==> src/hdl/mbram_pkg.sv <==
// multi-ported ram geometry
// and serial frame layout.
package mbram_pkg;

    // memory geometry.
    localparam int entry_num      = 16;
    localparam int entry_bit_size = 8;
    localparam int read_num       = 2;
    localparam int write_num      = 2;

    localparam int index_bit_size = $clog2(entry_num);
    localparam int port_bit_size  = $clog2(write_num);  // width of a bank select.

    // frame field offsets, counted from shift bit 0.
    // read addresses sit lowest, write data highest.
    localparam int ra_offset = 0;
    localparam int we_offset = ra_offset + read_num * index_bit_size;
    localparam int wa_offset = we_offset + write_num;
    localparam int wv_offset = wa_offset + write_num * index_bit_size;

    // whole frame length, 34 bits for the default geometry.
    localparam int frame_bit_size = wv_offset + write_num * entry_bit_size;

endpackage

==> src/hdl/bank_ram.sv <==
// single write port bank
// with one read copy per read port.
module bank_ram (
    input  logic                                clk,
    input  logic                                we,
    input  logic [mbram_pkg::index_bit_size-1:0] wa,
    input  logic [mbram_pkg::entry_bit_size-1:0] wv,
    input  logic [mbram_pkg::index_bit_size-1:0] ra [mbram_pkg::read_num],
    output logic [mbram_pkg::entry_bit_size-1:0] rv [mbram_pkg::read_num]
);

    // distributed storage, contents undefined until written.
    logic [mbram_pkg::entry_bit_size-1:0] mem [mbram_pkg::entry_num];

    always_ff @(posedge clk) begin
        if (we) begin
            mem[wa] <= wv;
        end
    end

    // one asynchronous read copy per read port.
    always_comb begin
        for (int r = 0; r < mbram_pkg::read_num; r++) begin
            rv[r] = mem[ra[r]];  // old data on a same cycle write.
        end
    end

endmodule

==> src/hdl/lvt_table.sv <==
// live value table
// records which bank holds the latest word of each address.
module lvt_table (
    input  logic                                clk,
    input  logic                                we  [mbram_pkg::write_num],
    input  logic [mbram_pkg::index_bit_size-1:0] wa  [mbram_pkg::write_num],
    input  logic [mbram_pkg::index_bit_size-1:0] ra  [mbram_pkg::read_num],
    output logic [mbram_pkg::port_bit_size-1:0]  sel [mbram_pkg::read_num]
);

    // one bank index per address.
    logic [mbram_pkg::port_bit_size-1:0] lvt [mbram_pkg::entry_num];

    // later loop iterations override earlier ones,
    // so the highest enabled port wins a collision.
    always_ff @(posedge clk) begin
        for (int i = 0; i < mbram_pkg::write_num; i++) begin
            if (we[i]) begin
                lvt[wa[i]] <= mbram_pkg::port_bit_size'(i);
            end
        end
    end

    always_comb begin
        for (int r = 0; r < mbram_pkg::read_num; r++) begin
            sel[r] = lvt[ra[r]];
        end
    end

    // a colliding write must never leave the lower port recorded.
    for (genvar i = 0; i < mbram_pkg::write_num; i++) begin : g_lo
        for (genvar j = i + 1; j < mbram_pkg::write_num; j++) begin : g_hi
            a_collision_high_wins: assert property (
                @(posedge clk)
                we[i] && we[j] && (wa[i] == wa[j])
                |=> lvt[$past(wa[j])] != mbram_pkg::port_bit_size'(i)
            ) else $error("lvt kept port %0d after collision with port %0d", i, j);
        end
    end

endmodule

==> src/hdl/multi_bank_ram.sv <==
// multi-ported distributed ram
// one bank per write port, resolved by a live value table.
module multi_bank_ram (
    input  logic                                clk,
    input  logic                                we [mbram_pkg::write_num],
    input  logic [mbram_pkg::index_bit_size-1:0] wa [mbram_pkg::write_num],
    input  logic [mbram_pkg::entry_bit_size-1:0] wv [mbram_pkg::write_num],
    input  logic [mbram_pkg::index_bit_size-1:0] ra [mbram_pkg::read_num],
    output logic [mbram_pkg::entry_bit_size-1:0] rv [mbram_pkg::read_num]
);

    // bank_rv[bank][read port].
    logic [mbram_pkg::entry_bit_size-1:0] bank_rv [mbram_pkg::write_num][mbram_pkg::read_num];

    // bank chosen per read port.
    logic [mbram_pkg::port_bit_size-1:0] sel [mbram_pkg::read_num];

    // each bank sees only its own write port but every read address.
    for (genvar b = 0; b < mbram_pkg::write_num; b++) begin : g_bank
        bank_ram i_bank (
            .clk (clk),
            .we  (we[b]),
            .wa  (wa[b]),
            .wv  (wv[b]),
            .ra  (ra),
            .rv  (bank_rv[b])
        );
    end

    lvt_table i_lvt (
        .clk (clk),
        .we  (we),
        .wa  (wa),
        .ra  (ra),
        .sel (sel)
    );

    // read multiplexers.
    always_comb begin
        for (int r = 0; r < mbram_pkg::read_num; r++) begin
            rv[r] = bank_rv[sel[r]][r];
        end
    end

    // unwritten entries give an unknown select, which is not an error.
    for (genvar r = 0; r < mbram_pkg::read_num; r++) begin : g_sel_chk
        a_sel_in_range: assert property (
            @(posedge clk)
            !$isunknown(sel[r]) |-> (int'(sel[r]) < mbram_pkg::write_num)
        ) else $error("read port %0d selects missing bank %0d", r, sel[r]);
    end

endmodule

==> src/hdl/ram_test_top.sv <==
// ram test top
// serial harness around the multi-ported ram.
module ram_test_top (
    input  logic clk,
    input  logic rst,
    input  logic ibit,
    output logic obit
);

    // port fields from the harness.
    logic                                we [mbram_pkg::write_num];
    logic [mbram_pkg::index_bit_size-1:0] wa [mbram_pkg::write_num];
    logic [mbram_pkg::entry_bit_size-1:0] wv [mbram_pkg::write_num];
    logic [mbram_pkg::index_bit_size-1:0] ra [mbram_pkg::read_num];

    // read data back from the ram.
    logic [mbram_pkg::entry_bit_size-1:0] rv [mbram_pkg::read_num];

    serial_harness i_harness (
        .clk  (clk),
        .rst  (rst),
        .ibit (ibit),
        .obit (obit),
        .we   (we),
        .wa   (wa),
        .wv   (wv),
        .ra   (ra),
        .rv   (rv)
    );

    multi_bank_ram i_ram (
        .clk (clk),
        .we  (we),
        .wa  (wa),
        .wv  (wv),
        .ra  (ra),
        .rv  (rv)
    );

endmodule

==> src/hdl/serial_harness.sv <==
// serial test harness
// shifts port fields in and folds the read data to one parity bit.
module serial_harness (
    input  logic                                clk,
    input  logic                                rst,
    input  logic                                ibit,
    output logic                                obit,
    output logic                                we [mbram_pkg::write_num],
    output logic [mbram_pkg::index_bit_size-1:0] wa [mbram_pkg::write_num],
    output logic [mbram_pkg::entry_bit_size-1:0] wv [mbram_pkg::write_num],
    output logic [mbram_pkg::index_bit_size-1:0] ra [mbram_pkg::read_num],
    input  logic [mbram_pkg::entry_bit_size-1:0] rv [mbram_pkg::read_num]
);

    logic [mbram_pkg::frame_bit_size-1:0] ishift;  // new bits enter at bit 0.
    logic [mbram_pkg::entry_bit_size-1:0] rv_q [mbram_pkg::read_num];

    always_ff @(posedge clk) begin
        if (rst) begin
            ishift <= '0;
        end else begin
            ishift <= {ishift[mbram_pkg::frame_bit_size-2:0], ibit};
        end
    end

    // field registers, reloaded from the shift register every cycle.
    always_ff @(posedge clk) begin
        if (rst) begin
            for (int r = 0; r < mbram_pkg::read_num; r++) begin
                ra[r] <= '0;
            end
            for (int w = 0; w < mbram_pkg::write_num; w++) begin
                we[w] <= 1'b0;
                wa[w] <= '0;
                wv[w] <= '0;
            end
        end else begin
            for (int r = 0; r < mbram_pkg::read_num; r++) begin
                ra[r] <= ishift[mbram_pkg::ra_offset + r * mbram_pkg::index_bit_size
                                +: mbram_pkg::index_bit_size];
            end
            for (int w = 0; w < mbram_pkg::write_num; w++) begin
                we[w] <= ishift[mbram_pkg::we_offset + w];
                wa[w] <= ishift[mbram_pkg::wa_offset + w * mbram_pkg::index_bit_size
                                +: mbram_pkg::index_bit_size];
                wv[w] <= ishift[mbram_pkg::wv_offset + w * mbram_pkg::entry_bit_size
                                +: mbram_pkg::entry_bit_size];
            end
        end
    end

    // read data captured one cycle after the fields.
    always_ff @(posedge clk) begin
        if (rst) begin
            for (int r = 0; r < mbram_pkg::read_num; r++) begin
                rv_q[r] <= '0;
            end
        end else begin
            for (int r = 0; r < mbram_pkg::read_num; r++) begin
                rv_q[r] <= rv[r];
            end
        end
    end

    // parity over every captured word.
    always_comb begin
        obit = 1'b0;
        for (int r = 0; r < mbram_pkg::read_num; r++) begin
            obit = obit ^ (^rv_q[r]);
        end
    end

    // no write may reach the ram in the cycle after reset.
    for (genvar w = 0; w < mbram_pkg::write_num; w++) begin : g_we_chk
        a_no_write_after_rst: assert property (
            @(posedge clk) rst |=> !we[w]
        ) else $error("write enable %0d high after reset", w);
    end

endmodule

==> config.mk <==
export PLATFORM = sky130hd
export DESIGN_NAME = ram_test_top
export DESIGN_NICKNAME = d
export VERILOG_FILES = /design/src/hdl/mbram_pkg.sv /design/src/hdl/bank_ram.sv /design/src/hdl/lvt_table.sv /design/src/hdl/multi_bank_ram.sv /design/src/hdl/ram_test_top.sv /design/src/hdl/serial_harness.sv
export SDC_FILE = /design/constraint.sdc
export NUM_CORES = 1
export LEC_CHECK = 0
export BUFFER_PORTS_ARGS = -buffer_cell sky130_fd_sc_hd__buf_4
export CAP_MARGIN = 40
export CORE_AREA = 2 2 207 209
export CTS_CLUSTER_DIAMETER = 150
export CTS_CLUSTER_SIZE = 20
export DETAILED_ROUTE_END_ITERATION = 8
export DIE_AREA = 0 0 209 211
export GPL_TIMING_DRIVEN = 0
export MAX_ROUTING_LAYER = met4
export PLACE_DENSITY_LB_ADDON = 0.3
export SKIP_CTS_REPAIR_TIMING = 1
export SYNTH_ARGS = -nofsm -noshare
export SYNTH_HDL_FRONTEND = slang
export SYNTH_SLANG_ARGS = --single-unit
==> constraint.sdc <==
create_clock -name clk -period 4.05 [get_ports clk]
set_input_delay 0 -clock clk [delete_from_list [all_inputs] [get_ports clk]]
set_output_delay 0 -clock clk [all_outputs]
set_load 0.02 [all_outputs]
==> impl_metrics.json <==
{
  "outcome": "finished clean",
  "synth_area_leaders": "edfxtp_1, mux4_2, dfxtp_1, mux2i_1, nor2b_1",
  "grt_pass1_vias": 8316,
  "vdd_drop_max_mv": 0.280,
  "setup_viol": 0,
  "boundaryPins": 4,
  "final.setup.tns_ps": 0,
  "postRouteAntennaNets": 0,
  "layout_setup_ws_ps": 1480,
  "final_hold_viol_count": 0,
  "post_drt_wl_per_cell_um": 25.5,
  "drtIter0Drc": 917,
  "async_reset_ff_frac": 0,
  "syn_to_final_growth_pct": 10.3,
  "cts_buffers": 20,
  "dp_hpwl_mm": 27.4,
  "via_per_inst": 5.55,
  "cts.sinks": 323,
  "path_depth": 7,
  "mappedNetlistArea_um2": 14600,
  "finalCriticalPeriod_ps": 2570,
  "crit_end": "i_harness.rv_q[0][11]",
  "synth_most_common_cell": "edfxtp_1",
  "place.gp.congestion": 0.885,
  "fin_nets": 964,
  "critical-path-top-delay-family": "buffers and inverters",
  "synth_common_cells": "edfxtp_1, mux2i_1, mux4_2",
  "cts_max_level": 1,
  "vias": 8396,
  "syn_inst": 913,
  "rr_startpoint": "i_harness.ishift[7]",
  "ys_types": 38,
  "drc_errors": 0,
  "max_freq_mhz": 389,
  "worst_hold_path_type": "in -> reg",
  "fin_crit_sh": 0.635,
  "wl_mm": 38.7,
  "skew_ps": 15.8,
  "io_buffers": 3,
  "initial_core_util": 0.349,
  "path_clk_slew_ps": 90,
  "final-max-slew-violation-count": 0,
  "drt-pass1-iter-count": 5,
  "crit_fanout": 10,
  "clock_latency_ps": 530,
  "worstSetupPathType": "reg -> reg",
  "core_um2": 41800,
  "worst_ep_arrival_time_ps": 2960,
  "synth_top_area_share": 0.528,
  "critPathLaunch": "i_harness.ishift[7]",
  "r2r_end": "i_harness.rv_q[0][11]",
  "ys.flop_type": "edfxtp_1",
  "grt.total_usage": 0.181,
  "p_per_area_nw_per_um2": 362,
  "overflow": 0,
  "cts_tree": "built",
  "synth-edff-count": 256,
  "cp-end-kind": "flip-flop",
  "grt_antenna_before_repair": 0,
  "ys_warn_count": 0,
  "power_mw": 5.82,
  "cp.required_ps": 4440,
  "die_height_um": 211,
  "fin_hold_ws_ps": 236,
  "max_stage_delay_ps": 650,
  "rsz0062_at_grt": "no",
  "relSlewSlack": 0.404,
  "path_common_cell": "o22ai_1",
  "root_buffer": "clkbuf_16",
  "pre_cts_slack_ps": 1500,
  "grt_pass1_wl_mm": 56.5,
  "r2r_slack_ps": 1480,
  "yosysSeqAreaShare": 0.620,
  "rr_worst_depth": 7,
  "p_leak_nw": 4.60,
  "drive_gt1_frac": 0.218,
  "num_rows": 75,
  "die_x_um": 209,
  "timing.max_cap.violations": 0,
  "syn_nets": 916,
  "crit_chain": "buf_2, clkbuf_1, mux2_2, o22ai_1, nor3_1, a21oi_1, o22ai_1",
  "grt_max_degree": 22,
  "dieArea_um2": 44100,
  "yosysTopAreaCell": "edfxtp_1",
  "ys_seq_elements": 323,
  "critPathLaunchType": "flip-flop",
  "finalCoreUtilization": 0.385,
  "cp.buffers_inverters": 2,
  "crit_slowest_cell": "clkbuf_1",
  "syn_area_per_cell_um2": 16.0,
  "tightest_slew_ps": 890,
  "cts_buffer_depth": 3,
  "diodes": 0
}
## registers in the layout, summed over array words and instances, names as in the netlist
register and cells:
i_harness.wv 2, i_ram.g_bank.i_bank.mem 256, i_ram.i_lvt.lvt 16, i_harness.ishift 33, i_harness.rv_q 16
## worst min path at each step
stage,start,to,slack (ps),cells past startpoint
final,ibit,i_harness.ishift[0],240,3
after detailed placement,ibit,i_harness.ishift[0],230,2
after floorplan,rst,i_harness.ishift[10],70,1
after CTS,ibit,i_harness.ishift[0],-330,2
after global placement,ibit,i_harness.ishift[0],220,2
after global routing,ibit,i_harness.ishift[0],250,3
## cells by family after synthesis
kind of cell	Yosys count	share of synthesized area
compound gates	114	0.0539
xor+xnor	15	0.00902
buf+inv	67	0.0271
flops	323	0.620
mux	217	0.226
simple gates	177	0.0643
## where the power goes
| part | switching [mW] | leakage (nW) | internal [mW] | total [mW] |
|---|---|---|---|---|
| combinational | 0.116 | 1.70 | 0.0906 | 0.207 |
| clock | 1.09 | 0.285 | 0.988 | 2.07 |
| sequential | 0.00606 | 2.61 | 3.54 | 3.54 |
## cell usage in the layout, fill, tap and decap left out, types with 33 or more instances in the layout
cell / netlist / final
buf_4: 12 / 33
dfxtp_1: 67 / 67
edfxtp_1: 256 / 256
nor2_1: 44 / 44
mux2i_1: 101 / 101
o22ai_1: 34 / 34
mux4_2: 76 / 76
nor2b_1: 68 / 68
a221oi_1: 37 / 37
## tightest hold or removal path: cells and delay by family
family | cells | cell delay (ps)
buf+inv | 2 | 620
simple gates | 1 | 110
## metrics by stage
| stage | std cells | instance area, µm² |
|---|---|---|
| floorplan | 913 | 14600 |
| global placement | 1455 | 15300 |
| detailed placement | 1475 | 15400 |
| CTS | 1511 | 16000 |
| global route | 1514 | 16100 |
| finish | 1514 | 16100 |
## metal layers
metal  vias up  track usage  share of wire
met5         -            -              0
met4         0       0.0315          0.011
met3        31       0.0204          0.062
met2       275        0.306           0.50
met1      4381        0.239           0.42
li1       3709            -              -
## layout make-up
type	instances	area, µm²
fill	3823	25700
sequential	323	9030
multi-input combinational	523	5170
tap	539	674
clock buffer	35	578
buffer	61	372
timing repair buffer	26	199
inverter	6	22.5
clock inverter	1	20.0
No activity file was read; power rests on OpenSTA's default activity.
